--- config.mk ---
export PLATFORM = sky130hd
export DESIGN_NAME = axicb_write_switch
export DESIGN_NICKNAME = d
export VERILOG_FILES = /design/src/hw/axicb_pkg.sv /design/src/hw/axicb_addr_decoder.sv /design/src/hw/axicb_round_robin.sv /design/src/hw/axicb_sync_fifo.sv /design/src/hw/axicb_write_ctrl.sv /design/src/hw/axicb_write_switch.sv
export SDC_FILE = /design/constraint.sdc
export NUM_CORES = 1
export LEC_CHECK = 0
export BUFFER_PORTS_ARGS = -buffer_cell sky130_fd_sc_hd__buf_2
export CORE_MARGIN = 5
export CORE_UTILIZATION = 30
export DETAILED_ROUTE_END_ITERATION = 8
export GPL_TIMING_DRIVEN = 0
export SLEW_MARGIN = 20
export SYNTH_ARGS = -nofsm -noshare
export SYNTH_HDL_FRONTEND = slang
export SYNTH_HIERARCHICAL = 1
export SYNTH_SLANG_ARGS = --single-unit
--- constraint.sdc ---
create_clock -name aclk -period 5.45 [get_ports aclk]
set_input_delay 1.09 -clock aclk [delete_from_list [all_inputs] [get_ports aclk]]
set_output_delay 1.09 -clock aclk [all_outputs]
set_load 0.01 [all_outputs]
--- src/hw/axicb_pkg.sv ---
// Shared widths, response codes and channel types of the write switch
// The slave count of 4 is fixed here and sizes every per-slave vector

package axicb_pkg;

    // Widths
    localparam int SLV_NB = 4;
    localparam int ADDR_W = 16;
    localparam int ID_W   = 4;
    localparam int DATA_W = 32;

    // One bit per slave, set for the targeted slave
    typedef logic [SLV_NB-1:0] slv_mask_t;

    typedef logic [ADDR_W-1:0] addr_t;
    typedef logic [ID_W-1:0]   id_t;
    typedef logic [1:0]        resp_t;

    // AXI response codes
    localparam resp_t RESP_OKAY   = 2'd0;
    localparam resp_t RESP_DECERR = 2'd3;

endpackage

--- src/hw/axicb_addr_decoder.sv ---
// Windows are inclusive and must not overlap; a disabled route never matches
// An all-zero mask means the address is undefined or forbidden

`timescale 1ns/1ps

module axicb_addr_decoder #(
    parameter logic [axicb_pkg::SLV_NB*axicb_pkg::ADDR_W-1:0] SLV_START = {
        16'd12288, 16'd8192, 16'd4096, 16'd0
    },
    parameter logic [axicb_pkg::SLV_NB*axicb_pkg::ADDR_W-1:0] SLV_END = {
        16'd16383, 16'd12287, 16'd8191, 16'd4095
    },
    parameter axicb_pkg::slv_mask_t MST_ROUTES = 4'b1111
) (
    input  axicb_pkg::addr_t     i_addr,
    output axicb_pkg::slv_mask_t o_target
);

    localparam int AW = axicb_pkg::ADDR_W;

    ////////////////////
    // Window compare
    ////////////////////

    always_comb begin
        for (int i = 0; i < axicb_pkg::SLV_NB; i++) begin
            o_target[i] = MST_ROUTES[i]
                       && (i_addr >= SLV_START[i*AW +: AW])
                       && (i_addr <= SLV_END[i*AW +: AW]);
        end
    end

    // Overlapping windows would steer one write to two slaves
    always_comb begin
        assert ($onehot0(o_target))
        else $error("address decoder: %h matches several windows", i_addr);
    end

endmodule

--- src/hw/axicb_round_robin.sv ---
// Equal priorities; a grant stays locked on its requester until i_en
// marks it served, so a pending response is never swapped out

`timescale 1ns/1ps

module axicb_round_robin #(
    parameter int REQ_NB = 4
) (
    input  logic              aclk,
    input  logic              aresetn,
    input  logic              i_en,
    input  logic [REQ_NB-1:0] i_req,
    output logic [REQ_NB-1:0] o_grant
);

    localparam int IDX_W = $clog2(REQ_NB);

    logic [IDX_W-1:0]  last_idx;
    logic [IDX_W-1:0]  grant_idx;
    logic [REQ_NB-1:0] rr_grant;
    logic [REQ_NB-1:0] lock_grant;
    logic              locked;

    ////////////////////
    // Rotating search
    ////////////////////

    // Start right after the last served requester
    always_comb begin : rr_search
        int idx;
        rr_grant = '0;
        for (int k = 1; k <= REQ_NB; k++) begin
            idx = int'(last_idx) + k;
            if (idx >= REQ_NB) begin
                idx = idx - REQ_NB;
            end
            if (i_req[idx] && (rr_grant == '0)) begin
                rr_grant[idx] = 1'b1;
            end
        end
    end

    assign o_grant = (locked && |(lock_grant & i_req)) ? lock_grant : rr_grant;

    always_comb begin
        grant_idx = last_idx;
        for (int i = 0; i < REQ_NB; i++) begin
            if (o_grant[i]) begin
                grant_idx = IDX_W'(i);
            end
        end
    end

    always_ff @(posedge aclk or negedge aresetn) begin
        if (!aresetn) begin
            last_idx   <= IDX_W'(REQ_NB - 1);
            locked     <= 1'b0;
            lock_grant <= '0;
        end else if (i_en) begin
            last_idx <= grant_idx;
            locked   <= 1'b0;
        end else begin
            locked     <= |o_grant;
            lock_grant <= o_grant;
        end
    end

    assert property (@(posedge aclk) disable iff (!aresetn) $onehot0(o_grant))
    else $error("round robin: several grants");

endmodule

--- src/hw/axicb_sync_fifo.sv ---
// DEPTH must be a power of two, at least 2; no bypass, so data pushed
// in a cycle shows on o_data from the next cycle on

`timescale 1ns/1ps

module axicb_sync_fifo #(
    parameter type payload_t = logic,
    parameter int  DEPTH     = 8
) (
    input  logic     aclk,
    input  logic     aresetn,
    input  logic     i_push,
    input  payload_t i_data,
    input  logic     i_pull,
    output payload_t o_data,
    output logic     o_full,
    output logic     o_empty
);

    localparam int PTR_W = $clog2(DEPTH);

    payload_t         mem [DEPTH];
    logic [PTR_W:0]   wr_ptr;
    logic [PTR_W:0]   rd_ptr;

    ////////////////////
    // Pointers
    ////////////////////

    // Extra MSB tells a full FIFO from an empty one
    always_ff @(posedge aclk or negedge aresetn) begin
        if (!aresetn) begin
            wr_ptr <= '0;
            rd_ptr <= '0;
        end else begin
            if (i_push) begin
                wr_ptr <= wr_ptr + 1'b1;
            end
            if (i_pull) begin
                rd_ptr <= rd_ptr + 1'b1;
            end
        end
    end

    assign o_empty = (wr_ptr == rd_ptr);
    assign o_full  = (wr_ptr[PTR_W] != rd_ptr[PTR_W])
                  && (wr_ptr[PTR_W-1:0] == rd_ptr[PTR_W-1:0]);

    ////////////////////
    // Storage
    ////////////////////

    always_ff @(posedge aclk) begin
        if (i_push) begin
            mem[wr_ptr[PTR_W-1:0]] <= i_data;
        end
    end

    assign o_data = mem[rd_ptr[PTR_W-1:0]];

    // Callers must respect the flags
    assert property (@(posedge aclk) disable iff (!aresetn) i_push |-> !o_full)
    else $error("sync fifo: push while full");

    assert property (@(posedge aclk) disable iff (!aresetn) i_pull |-> !o_empty)
    else $error("sync fifo: pull while empty");

endmodule

--- src/hw/axicb_write_ctrl.sv ---
// AW is offered to a slave only while the routing FIFO has room
// DECERR responses go out before any pending slave response

`timescale 1ns/1ps

module axicb_write_ctrl (
    input  logic                 aclk,
    input  logic                 aresetn,
    // Master side
    input  logic                 i_awvalid,
    input  axicb_pkg::id_t       i_awid,
    input  axicb_pkg::slv_mask_t i_target,
    output logic                 o_awready,
    input  logic                 i_wvalid,
    input  logic                 i_wlast,
    output logic                 o_wready,
    output logic                 o_bvalid,
    input  logic                 i_bready,
    output axicb_pkg::id_t       o_bid,
    output axicb_pkg::resp_t     o_bresp,
    // Slave side
    output axicb_pkg::slv_mask_t o_s_awvalid,
    input  axicb_pkg::slv_mask_t i_s_awready,
    output axicb_pkg::slv_mask_t o_s_wvalid,
    output axicb_pkg::slv_mask_t o_s_wlast,
    input  axicb_pkg::slv_mask_t i_s_wready,
    input  axicb_pkg::slv_mask_t i_s_bvalid,
    output axicb_pkg::slv_mask_t o_s_bready,
    input  logic [axicb_pkg::SLV_NB*axicb_pkg::ID_W-1:0] i_s_bid,
    input  logic [axicb_pkg::SLV_NB*2-1:0]               i_s_bresp,
    // Routing FIFO
    output logic                 o_wfifo_push,
    output logic                 o_wfifo_pull,
    input  logic                 i_wfifo_full,
    input  logic                 i_wfifo_empty,
    input  axicb_pkg::slv_mask_t i_w_target,
    // DECERR ID FIFO
    output logic                 o_bfifo_push,
    output logic                 o_bfifo_pull,
    input  logic                 i_bfifo_full,
    input  logic                 i_bfifo_empty,
    input  axicb_pkg::id_t       i_bfifo_id,
    // Arbiter
    output logic                 o_arb_en,
    input  axicb_pkg::slv_mask_t i_grant
);

    localparam int NB = axicb_pkg::SLV_NB;
    localparam int IW = axicb_pkg::ID_W;

    logic             aw_routed;
    logic             mr_pulse;
    logic             w_active;
    logic             w_sink;
    logic             mr_resp;
    logic             slv_bvalid;
    axicb_pkg::id_t   slv_bid;
    axicb_pkg::resp_t slv_bresp;

    ////////////////////
    // Write address
    ////////////////////

    assign aw_routed   = |i_target;
    assign o_s_awvalid = i_target & {NB{i_awvalid & ~i_wfifo_full}};
    assign o_awready   = aw_routed ? (|(i_target & i_s_awready) & ~i_wfifo_full) : mr_pulse;

    // One-cycle fake ready for an undefined or forbidden address
    always_ff @(posedge aclk or negedge aresetn) begin
        if (!aresetn) begin
            mr_pulse <= 1'b0;
        end else if (mr_pulse) begin
            mr_pulse <= 1'b0;
        end else if (i_awvalid && !aw_routed && !i_bfifo_full && !i_wfifo_full) begin
            mr_pulse <= 1'b1;
        end
    end

    // Zero mask goes in on a misroute, the ID waits for its DECERR
    assign o_wfifo_push = i_awvalid & o_awready;
    assign o_bfifo_push = mr_pulse;

    ////////////////////
    // Write data
    ////////////////////

    assign w_active   = ~i_wfifo_empty;
    assign w_sink     = w_active & ~|i_w_target;
    assign o_s_wvalid = i_w_target & {NB{i_wvalid & w_active}};
    assign o_s_wlast  = i_w_target & {NB{i_wlast & w_active}};

    assign o_wready     = w_sink | (w_active & |(i_w_target & i_s_wready));
    assign o_wfifo_pull = i_wvalid & o_wready & i_wlast;

    ////////////////////
    // Write response
    ////////////////////

    assign mr_resp = ~i_bfifo_empty;

    // Granted slave response
    always_comb begin
        slv_bvalid = |(i_grant & i_s_bvalid);
        slv_bid    = '0;
        slv_bresp  = axicb_pkg::RESP_OKAY;
        for (int i = 0; i < NB; i++) begin
            if (i_grant[i]) begin
                slv_bid   = i_s_bid[i*IW +: IW];
                slv_bresp = i_s_bresp[i*2 +: 2];
            end
        end
    end

    assign o_bvalid = mr_resp | slv_bvalid;
    assign o_bid    = mr_resp ? i_bfifo_id : slv_bid;
    assign o_bresp  = mr_resp ? axicb_pkg::RESP_DECERR : slv_bresp;

    // Slaves wait while a DECERR is pending
    assign o_s_bready   = i_grant & {NB{i_bready & ~mr_resp}};
    assign o_bfifo_pull = mr_resp & i_bready;
    assign o_arb_en     = slv_bvalid & i_bready & ~mr_resp;

    // A misrouted request must be the one that gets the fake ready
    assert property (@(posedge aclk) disable iff (!aresetn)
        mr_pulse |-> (i_awvalid && !aw_routed && $stable(i_awid)))
    else $error("write ctrl: misroute pulse without its request");

endmodule

--- src/hw/axicb_write_switch.sv ---
// Write side of one master's crossbar switch, no read channels
// Up to 8 writes in flight, 4 of them misrouted

`timescale 1ns/1ps

module axicb_write_switch #(
    parameter logic [axicb_pkg::SLV_NB*axicb_pkg::ADDR_W-1:0] SLV_START = {
        16'd12288, 16'd8192, 16'd4096, 16'd0
    },
    parameter logic [axicb_pkg::SLV_NB*axicb_pkg::ADDR_W-1:0] SLV_END = {
        16'd16383, 16'd12287, 16'd8191, 16'd4095
    },
    parameter axicb_pkg::slv_mask_t MST_ROUTES = 4'b1111
) (
    input  logic                 aclk,
    input  logic                 aresetn,
    // Master side
    input  logic                 i_awvalid,
    output logic                 o_awready,
    input  axicb_pkg::addr_t     i_awaddr,
    input  axicb_pkg::id_t       i_awid,
    input  logic                 i_wvalid,
    output logic                 o_wready,
    input  logic                 i_wlast,
    input  logic [axicb_pkg::DATA_W-1:0] i_wdata,
    output logic                 o_bvalid,
    input  logic                 i_bready,
    output axicb_pkg::id_t       o_bid,
    output axicb_pkg::resp_t     o_bresp,
    // Slave side
    output axicb_pkg::slv_mask_t o_s_awvalid,
    input  axicb_pkg::slv_mask_t i_s_awready,
    output axicb_pkg::addr_t     o_s_awaddr,
    output axicb_pkg::id_t       o_s_awid,
    output axicb_pkg::slv_mask_t o_s_wvalid,
    input  axicb_pkg::slv_mask_t i_s_wready,
    output axicb_pkg::slv_mask_t o_s_wlast,
    output logic [axicb_pkg::DATA_W-1:0] o_s_wdata,
    input  axicb_pkg::slv_mask_t i_s_bvalid,
    output axicb_pkg::slv_mask_t o_s_bready,
    input  logic [axicb_pkg::SLV_NB*axicb_pkg::ID_W-1:0] i_s_bid,
    input  logic [axicb_pkg::SLV_NB*2-1:0]               i_s_bresp
);

    axicb_pkg::slv_mask_t aw_target;
    axicb_pkg::slv_mask_t w_target;
    axicb_pkg::slv_mask_t b_grant;
    axicb_pkg::id_t       bfifo_id;
    logic                 wfifo_push;
    logic                 wfifo_pull;
    logic                 wfifo_full;
    logic                 wfifo_empty;
    logic                 bfifo_push;
    logic                 bfifo_pull;
    logic                 bfifo_full;
    logic                 bfifo_empty;
    logic                 arb_en;

    // Payload broadcast to all slaves
    assign o_s_awaddr = i_awaddr;
    assign o_s_awid   = i_awid;
    assign o_s_wdata  = i_wdata;

    axicb_addr_decoder #(
        .SLV_START  (SLV_START),
        .SLV_END    (SLV_END),
        .MST_ROUTES (MST_ROUTES)
    ) u_decoder (
        .i_addr   (i_awaddr),
        .o_target (aw_target)
    );

    // Slave targeted by each accepted AW, in order
    axicb_sync_fifo #(
        .payload_t (axicb_pkg::slv_mask_t),
        .DEPTH     (8)
    ) u_wfifo (
        .aclk    (aclk),
        .aresetn (aresetn),
        .i_push  (wfifo_push),
        .i_data  (aw_target),
        .i_pull  (wfifo_pull),
        .o_data  (w_target),
        .o_full  (wfifo_full),
        .o_empty (wfifo_empty)
    );

    // IDs of writes owed a DECERR
    axicb_sync_fifo #(
        .payload_t (axicb_pkg::id_t),
        .DEPTH     (4)
    ) u_bfifo (
        .aclk    (aclk),
        .aresetn (aresetn),
        .i_push  (bfifo_push),
        .i_data  (i_awid),
        .i_pull  (bfifo_pull),
        .o_data  (bfifo_id),
        .o_full  (bfifo_full),
        .o_empty (bfifo_empty)
    );

    axicb_round_robin #(
        .REQ_NB (axicb_pkg::SLV_NB)
    ) u_b_arb (
        .aclk    (aclk),
        .aresetn (aresetn),
        .i_en    (arb_en),
        .i_req   (i_s_bvalid),
        .o_grant (b_grant)
    );

    axicb_write_ctrl u_ctrl (
        .aclk          (aclk),
        .aresetn       (aresetn),
        .i_awvalid     (i_awvalid),
        .i_awid        (i_awid),
        .i_target      (aw_target),
        .o_awready     (o_awready),
        .i_wvalid      (i_wvalid),
        .i_wlast       (i_wlast),
        .o_wready      (o_wready),
        .o_bvalid      (o_bvalid),
        .i_bready      (i_bready),
        .o_bid         (o_bid),
        .o_bresp       (o_bresp),
        .o_s_awvalid   (o_s_awvalid),
        .i_s_awready   (i_s_awready),
        .o_s_wvalid    (o_s_wvalid),
        .o_s_wlast     (o_s_wlast),
        .i_s_wready    (i_s_wready),
        .i_s_bvalid    (i_s_bvalid),
        .o_s_bready    (o_s_bready),
        .i_s_bid       (i_s_bid),
        .i_s_bresp     (i_s_bresp),
        .o_wfifo_push  (wfifo_push),
        .o_wfifo_pull  (wfifo_pull),
        .i_wfifo_full  (wfifo_full),
        .i_wfifo_empty (wfifo_empty),
        .i_w_target    (w_target),
        .o_bfifo_push  (bfifo_push),
        .o_bfifo_pull  (bfifo_pull),
        .i_bfifo_full  (bfifo_full),
        .i_bfifo_empty (bfifo_empty),
        .i_bfifo_id    (bfifo_id),
        .o_arb_en      (arb_en),
        .i_grant       (b_grant)
    );

endmodule

==> results of run 1 <==
[layout make-up]
type / count / area (um^2) / share of cell area [%]
buffer: 64 / 467.9 / 8.319
clock buffer: 9 / 225.2 / 4.004
clock inverter: 7 / 63.81 / 1.134
inverter: 8 / 30.03 / 0.5338
multi-input combinational: 223 / 1951 / 34.68
sequential: 70 / 1994 / 35.45
tap: 184 / 230.2 / 4.093
timing repair buffer: 131 / 663.1 / 11.79
[where the power goes]
group          internal, mW  leakage [nW]  total, mW  switching (mW)
logic                 0.718          1.63       1.55           0.832
registers             0.691         0.700      0.788          0.0978
clock network         0.350         0.142      0.558           0.207
[kinds of logic after synthesis]
logic type | Yosys count | share of synthesized area (%)
flops | 70 | 45.21
compound gates | 56 | 9.898
mux | 26 | 11.57
buf+inv | 72 | 11.29
xor+xnor | 17 | 3.375
simple gates | 109 | 14.41
fa+ha+maj | 15 | 4.254
[state kept, by name, indices dropped and copies added (netlist names)]
register and count:
u_b_arb/last_idx 2, u_b_arb/lock_grant 4, u_b_arb/locked 1, u_bfifo/mem 16, u_bfifo/rd_ptr 3, u_bfifo/wr_ptr 3, u_ctrl/o_bfifo_push 1, u_wfifo/mem 32
u_wfifo/rd_ptr 4, u_wfifo/wr_ptr 4
[metal layers]
layer,GRT usage (%),up-vias
li1,-,1609
met3,4.167,27
met1,14.87,1599
met2,19.72,155
met4,4.629,0
met5,0,-
[through the flow]
step | hold slack, ns | utilization, %
after floorplan | 0.4619 | -
after global placement | 0.4780 | 36.42
after detailed placement | 0.4833 | 36.67
after CTS | 0.4908 | 38.66
after global routing | 0.5146 | 38.85
final | 0.4881 | 38.85
[timing repair]
item	CTS	global route
hold buffers	0	0
endpoints found under the setup margin	0	6
buffers inserted	0	2
resized for setup	0	2
[cells in the final DEF (no fill, tap or decap), types with 5 or more instances in the layout]
master     instances
inv_1              8
mux4_1            10
mux4_2             6
and3_1             8
xor2_1            11
dfrtp_1           20
clkbuf_1           6
xnor2_1            6
nor2_1            12
edfxtp_1          48
mux2_2            10
buf_4             55
nand2_1           29
a21oi_1            6
buf_2            129
o21ai_0            7
ha_1              15
clkbuf_16          9
nor3_1             5
and2_1            16
nor2b_1            7
a31oi_1            8
[worst max-delay path: stages (launching register included)]
cell      delay, ns
dfstp_2        0.58
buf_6          0.14
inv_1          0.11
ha_1           0.25
or4_1          0.51
a21boi_1       0.30
nor3_1         0.16
or4b_4         0.60
o22ai_4        0.25
nor2b_1        0.23
a221oi_1       0.10
o311ai_0       0.32
buf_2          0.19
[final timing paths]
kind                            cells after the start  slack (ns)           startpoint                   to
worst min register to register                      1        0.49    u_wfifo/wr_ptr[3]    u_wfifo/wr_ptr[3]
max in group asynchronous                           1        4.34              aresetn  u_b_arb/last_idx[1]
worst min-delay path                                1        0.49    u_wfifo/wr_ptr[3]    u_wfifo/wr_ptr[3]
min in group asynchronous                           1        0.74              aresetn    u_wfifo/wr_ptr[0]
worst max register to register                     16        1.14  u_b_arb/last_idx[0]  u_b_arb/last_idx[0]
worst max-delay path                               12        0.27  u_b_arb/last_idx[0]           o_bresp[1]
==> results.json, run 1 <==
{
  "outcome": "finished clean",
  "cts.sinks": 70,
  "row_count": 44,
  "layout.cells.non_filler": 696,
  "clk_pin_slew_ns": 0.05,
  "die_h_um": 131.3,
  "endpoint_kind": "output pin",
  "ys_top_cells_by_count": "buf_4 (52), edfxtp_1 (48), nand2_1 (29)",
  "fillers": 1416,
  "rsz0062_at_grt": "false",
  "leakage_nw": 2.472,
  "clock.fmax_mhz": 193.0,
  "final_area_um2": 5625,
  "synth_top_cell_area_share_pct": 32.67,
  "cp_max_fo": 8,
  "synth_top_area_cell": "edfxtp_1",
  "first_iter_violations": 246,
  "grt_pass1_wl_um": 17350,
  "synth-edff-count": 48,
  "maxUsedRoutingLayer": "met4",
  "die_area_um2": 17230,
  "die_w_um": 131.3,
  "routed_wl_um": 10430,
  "worstSkewPairLatency_ns": 0.33,
  "coreArea_um2": 14480,
  "cap_viol_max_count": 0,
  "route.met2.wl_um": 5002,
  "hpwl_um": 8231,
  "gp_congestion": 0.7990,
  "boundaryPins": 171,
  "wl_per_cell_um": 14.99,
  "power_density_nw_per_um2": 514.9,
  "start_util_pct": 30.47,
  "max-slew-margin-rel_pct": 46.27,
  "fin_skew_ns": 0.004384,
  "final.period_utilization_pct": 95.05,
  "n_antenna_cell": 0,
  "seq_area_frac_synth_pct": 45.21,
  "drive_gt1_share_pct": 46.68,
  "cp.arrival_ns": 4.09,
  "synth_ff_type": "edfxtp_1",
  "syn_inst": 365,
  "drc_errors": 0,
  "hold_viol_final": 0,
  "avgSynthCellArea_um2": 12.09,
  "drt_first_pass_iters": 5,
  "dp_slack_ns": 0.3689,
  "syn-cell-area_um2": 4412,
  "async_reset_ff_share_pct": 31.43,
  "synth_cell_type_count": 60,
  "dp_cells": 678,
  "yosys_warnings": 6,
  "wl_met3_um": 857,
  "overflow": 0,
  "cp.required_ns": 4.36,
  "track_usage_pct": 12.12,
  "vias_per_cell": 4.871,
  "path_class": "reg2out",
  "io_buffers": 126,
  "synth_nets": 474,
  "worstHoldPathType": "reg2reg",
  "ant_nets": 0,
  "grt_pass1_vias": 3383,
  "report.final.slew_viol_count": 0,
  "max_slew.worst_pin.slew_ns": 0.7986,
  "syn_to_final_growth_pct": 27.51,
  "tritoncts": "yes",
  "drt-met1-wl_um": 4351,
  "grt_max_degree": 23,
  "synth_most_common_cell": "buf_4",
  "place_area_um2": 5309,
  "cts_root_buffer": "clkbuf_16",
  "vias": 3390,
  "worst_slack_ns": 0.2698,
  "synth_seq_cells": 70,
  "cts_max_level": 3,
  "finalSetupViolations": 0,
  "antenna_found_initial": 0,
  "cts_buffers": 9,
  "clockBufferDepth": 2,
  "ir_worst_vdd_v": 0.0001575,
  "total_power_mw": 2.896,
  "finalCriticalPeriod_ns": 5.180,
  "final_nets": 616,
  "critPathLaunchType": "register",
  "yosys-top-cells-area": "edfxtp_1 (33%), dfrtp_1 (11%), buf_4 (8.8%), mux4_1 (6.0%), ha_1 (4.3%)",
  "setup-tns-final_ns": 0
}
No activity file was read; power rests on OpenSTA's default activity.
==> inputs of run 2 (changes only) <==
Settings changed: REMOVE_ABC_BUFFERS set to 1.
==> results.json, run 2 (synthesized netlist as in run 1, its figures left out) <==
{
  "row_count": 44,
  "report.final.slew_viol_count": 0,
  "track_usage_pct": 13.07,
  "die_h_um": 131.3,
  "drc_errors": 0,
  "power_density_nw_per_um2": 581.4,
  "cts.sinks": 70,
  "boundaryPins": 171,
  "path_class": "reg2out",
  "max-slew-margin-rel_pct": 48.45,
  "final_common_cell": "buf_2",
  "gp_congestion": 0.7742,
  "final.period_utilization_pct": 95.13,
  "cp.arrival_ns": 4.09,
  "cap_viol_max_count": 0,
  "antenna_found_initial": 0,
  "critPathLaunchType": "register",
  "drt-met1-wl_um": 4664,
  "overflow": 0,
  "start_util_pct": 30.47,
  "final_cell_mix": "buf_2 (84), edfxtp_1 (48), nand2_1 (29)",
  "cp_max_fo": 11,
  "io_buffers": 82,
  "die_area_um2": 17230,
  "ant_nets": 0,
  "tritoncts": "yes",
  "wl_per_cell_um": 19.44,
  "setup-tns-final_ns": 0,
  "worstHoldPathType": "reg2reg",
  "die_w_um": 131.3,
  "cts-hold-fix-buffers": 0,
  "finalSetupViolations": 0,
  "grt_pass1_vias": 3024,
  "routed_wl_um": 11450,
  "endpoint_kind": "output pin",
  "coreArea_um2": 14480,
  "hold_slack_ns": 0.4909,
  "dp_cells": 570,
  "cts_root_buffer": "clkbuf_16",
  "finalCriticalPeriod_ns": 5.184,
  "max_slew.worst_pin.slew_ns": 0.7699,
  "route.met2.wl_um": 4982,
  "fin_util_pct": 34.63,
  "leakage_nw": 2.041,
  "ir_worst_vdd_v": 0.0001697,
  "wl_met3_um": 1553,
  "outcome": "finished clean",
  "drive_gt1_share_pct": 34.81,
  "cp.required_ns": 4.36,
  "grt_max_degree": 23,
  "clockBufferDepth": 2,
  "cts_max_level": 3,
  "clk_pin_slew_ns": 0.05,
  "worstSkewPairLatency_ns": 0.33,
  "hpwl_um": 8799,
  "maxUsedRoutingLayer": "met5",
  "vias_per_cell": 5.051,
  "layout.cells.non_filler": 589,
  "drt_first_pass_iters": 4,
  "rsz0062_at_grt": "false",
  "fillers": 1439,
  "vias": 2975,
  "n_antenna_cell": 0,
  "hold_viol_final": 0,
  "first_iter_violations": 181,
  "cts_buffers": 9,
  "fin_skew_ns": 0.005559,
  "clock.fmax_mhz": 192.9,
  "grt_pass1_wl_um": 17540,
  "final_nets": 509,
  "largest_reg_flops": 32,
  "syn_to_final_growth_pct": 13.64
}
[run 2: cell count changes in the layout (fill, tap and decap cells not counted), moves of 2 or more]
cell,previous run,this run
buf_4,55,3
buf_2,129,84
clkbuf_1,6,1
buf_6,4,0
clkinv_1,3,0
bufinv_16,1,3
[run 2: routing by layer]
layer	up-vias	GRT usage (%)
li1	1389	-
met4	2	4.914
met1	1424	15.75
met5	-	2.500
met3	16	8.716
met2	144	18.26
[run 2: cell type report]
type | count | area, um^2 | area share [%]
Sequential cell | 70 | 1994 | 39.78
Multi-Input combinational cell | 223 | 1956 | 39.01
Timing Repair Buffer | 88 | 462.9 | 9.234
Tap cell | 184 | 230.2 | 4.592
Clock buffer | 10 | 229.0 | 4.567
Clock inverter | 6 | 111.4 | 2.221
Inverter | 8 | 30.03 | 0.5990
[run 2: final timing paths]
check | from | to | slack (ns) | cells after the start
max reg2reg | u_b_arb/last_idx[0] | u_b_arb/last_idx[0] | 1.17 | 15
min in group asynchronous | aresetn | u_wfifo/rd_ptr[2] | 0.74 | 1
max | u_b_arb/last_idx[0] | o_bresp[0] | 0.27 | 11
max in group asynchronous | aresetn | u_b_arb/last_idx[1] | 4.34 | 1
min reg2reg | u_bfifo/rd_ptr[2] | u_bfifo/rd_ptr[2] | 0.49 | 1
min | u_bfifo/rd_ptr[2] | u_bfifo/rd_ptr[2] | 0.49 | 1
[run 2: repair_timing]
action                                  CTS  global route
gates resized for setup                   0             2
endpoints found under the setup margin    0             3
setup buffers                             0             3
[run 2: where the power goes]
group / internal (mW) / switching [mW]
Combinational: 0.668 / 0.729
Sequential: 0.690 / 0.168
Clock: 0.447 / 0.214
Total: 1.80 / 1.11
[run 2: worst max-delay path, cell delays in order (launching register included)]
cell      delay [ns]
dfstp_2         0.66
inv_1           0.16
ha_1            0.35
mux4_2          0.42
a21boi_1        0.29
nor3_1          0.15
or4b_4          0.60
o22ai_4         0.25
nor2b_1         0.23
a221oi_1        0.11
o311ai_0        0.35
buf_2           0.20
[run 2: metrics by stage]
step                      area [um^2]  setup WS, ns  power (mW)
after CTS                        4966        0.1804       2.866
after detailed placement         4626        0.3006       2.194
final                            5014        0.2655       2.915
after floorplan                  3944        0.7381       1.797
after global placement           4584        0.2229       2.151
after global routing             5014       0.05486       3.115
==> inputs of run 3 (changes only) <==
Settings changed: CORE_ASPECT_RATIO set to 1.5.
==> results.json, run 3 (synthesized netlist as in run 1, its figures left out) <==
{
  "max_stage_delay_ns": 0.66,
  "io_buffers": 82,
  "fin_skew_ns": 0.003772,
  "cts_buffers": 9,
  "final_nets": 509,
  "hpwl_um": 9545,
  "min_to": "u_bfifo/wr_ptr[2]",
  "row_count": 54,
  "ant_nets": 0,
  "endpoint_kind": "output pin",
  "die_h_um": 158.5,
  "multi_input_area_um2": 1959,
  "setup-tns-final_ns": 0,
  "cp_max_fo": 10,
  "gp_congestion": 0.8688,
  "drc_errors": 0,
  "worstHoldPathType": "reg2reg",
  "power_density_nw_per_um2": 576.7,
  "overflow": 0,
  "worstSkewPairLatency_ns": 0.32,
  "vias_per_cell": 4.992,
  "final_cell_mix": "buf_2 (84), edfxtp_1 (48), nand2_1 (29)",
  "rsz0062_at_grt": "false",
  "fillers": 1419,
  "worst_slack_ns": 0.2640,
  "coreArea_um2": 14530,
  "min_delay_path_depth": 1,
  "syn_to_final_growth_pct": 13.75,
  "die_area_um2": 17280,
  "hold_viol_final": 0,
  "cts_max_level": 3,
  "drive_gt1_share_pct": 34.81,
  "first_iter_violations": 120,
  "final.period_utilization_pct": 95.16,
  "grt_max_degree": 23,
  "drt_first_pass_iters": 4,
  "crit_chain": "inv_1, ha_1, or4_1, a21boi_2, nor3_1, or4b_4, o22ai_4, nor2b_1, a221oi_1, o311ai_0, buf_2",
  "crit_family": "simple AND/OR/NAND/NOR gates",
  "clockBufferDepth": 2,
  "finalSetupViolations": 0,
  "critPathLaunchType": "register",
  "register_area_um2": 1994,
  "n_antenna_cell": 0,
  "cts.sinks": 70,
  "outcome": "finished clean",
  "track_usage_pct": 13.60,
  "reg2regPathDepth": 14,
  "grt_pass1_wl_um": 17220,
  "routed_wl_um": 11800,
  "wl_per_cell_um": 19.64,
  "largest_reg_flops": 32,
  "antenna_found_initial": 0,
  "finalCriticalPeriod_ns": 5.186,
  "max-slew-margin-rel_pct": 33.31,
  "leakage_nw": 2.035,
  "clock.fmax_mhz": 192.8,
  "crit_buf_inv": 2,
  "r2r-start": "u_b_arb/last_idx[0]",
  "ir_worst_vdd_v": 0.0001813,
  "cts_root_buffer": "clkbuf_16",
  "die_w_um": 109.0,
  "cp.arrival_ns": 4.10,
  "report.final.slew_viol_count": 0,
  "boundaryPins": 171,
  "critPathSlowestCell": "dfstp_2",
  "hold_start": "u_bfifo/wr_ptr[2]",
  "cap_viol_max_count": 0,
  "cts-hold-fix-buffers": 0,
  "path_class": "reg2out",
  "max_slew.worst_pin.slew_ns": 0.9899,
  "clk_pin_slew_ns": 0.05,
  "start_util_pct": 30.37,
  "tritoncts": "yes",
  "rr_endpoint": "u_b_arb/last_idx[0]",
  "dp_slack_ns": 0.1988,
  "grt_pass1_vias": 3012,
  "final_common_cell": "buf_2",
  "vias": 3000,
  "cp.required_ns": 4.36,
  "rrSetupSlack_ns": 1.26
}
-- run 3: per-stage QoR --
| stage | util [%] | std cells | cell area (um^2) | power (mW) | hold slack [ns] |
|---|---|---|---|---|---|
| 2_1_floorplan | - | 301 | 3944 | 1.797 | 0.4619 |
| 3_3_place_gp | 31.66 | 579 | 4599 | 2.155 | 0.4788 |
| 5_1_grt | 34.55 | 601 | 5019 | 3.082 | 0.5104 |
| 4_1_cts | 34.28 | 598 | 4980 | 2.861 | 0.4908 |
| 6_report | 34.55 | 601 | 5019 | 2.894 | 0.4917 |
| 3_5_place_dp | 31.95 | 582 | 4641 | 2.204 | 0.4836 |
-- run 3: layer usage --
layer | global-route usage, % | part of all wire (%) | up-vias
li1 | - | - | 1392
met1 | 15.52 | 39 | 1447
met2 | 20.86 | 46 | 139
met3 | 7.343 | 12 | 20
met4 | 5.415 | 1.7 | 2
met5 | 4.167 | 0.52 | -
-- run 3: worst max-delay path by stage --
stage / from / end / cells past startpoint
finish: u_b_arb/last_idx[0] / o_bresp[1] / 11
global route: u_b_arb/last_idx[0] / o_bresp[1] / 11
CTS: u_b_arb/last_idx[0] / o_bid[0] / 11
floorplan: i_s_bvalid[2] / o_bresp[0] / 8
global placement: i_s_bvalid[2] / o_bid[0] / 10
detailed placement: i_s_bvalid[2] / o_bid[0] / 10
-- run 3: final cells by class --
class | count | share of cell area (%)
inverters | 8 | 0.5984
clock inverters | 6 | 2.194
clock buffers | 10 | 4.562
repair buffers | 88 | 8.975
well taps | 196 | 4.887
flip-flops and latches | 70 | 39.74
multi-input cells | 223 | 39.04
-- run 3: where the power goes --
part / total, mW / switching (mW) / internal [mW]
clock network: 0.647 / 0.201 / 0.446
logic: 1.39 / 0.741 / 0.650
registers: 0.856 / 0.166 / 0.690
-- run 3: timing repair --
action | CTS | global route
setup buffers | 0 | 3
gates resized for setup | 0 | 3
endpoints found under the setup margin | 0 | 6
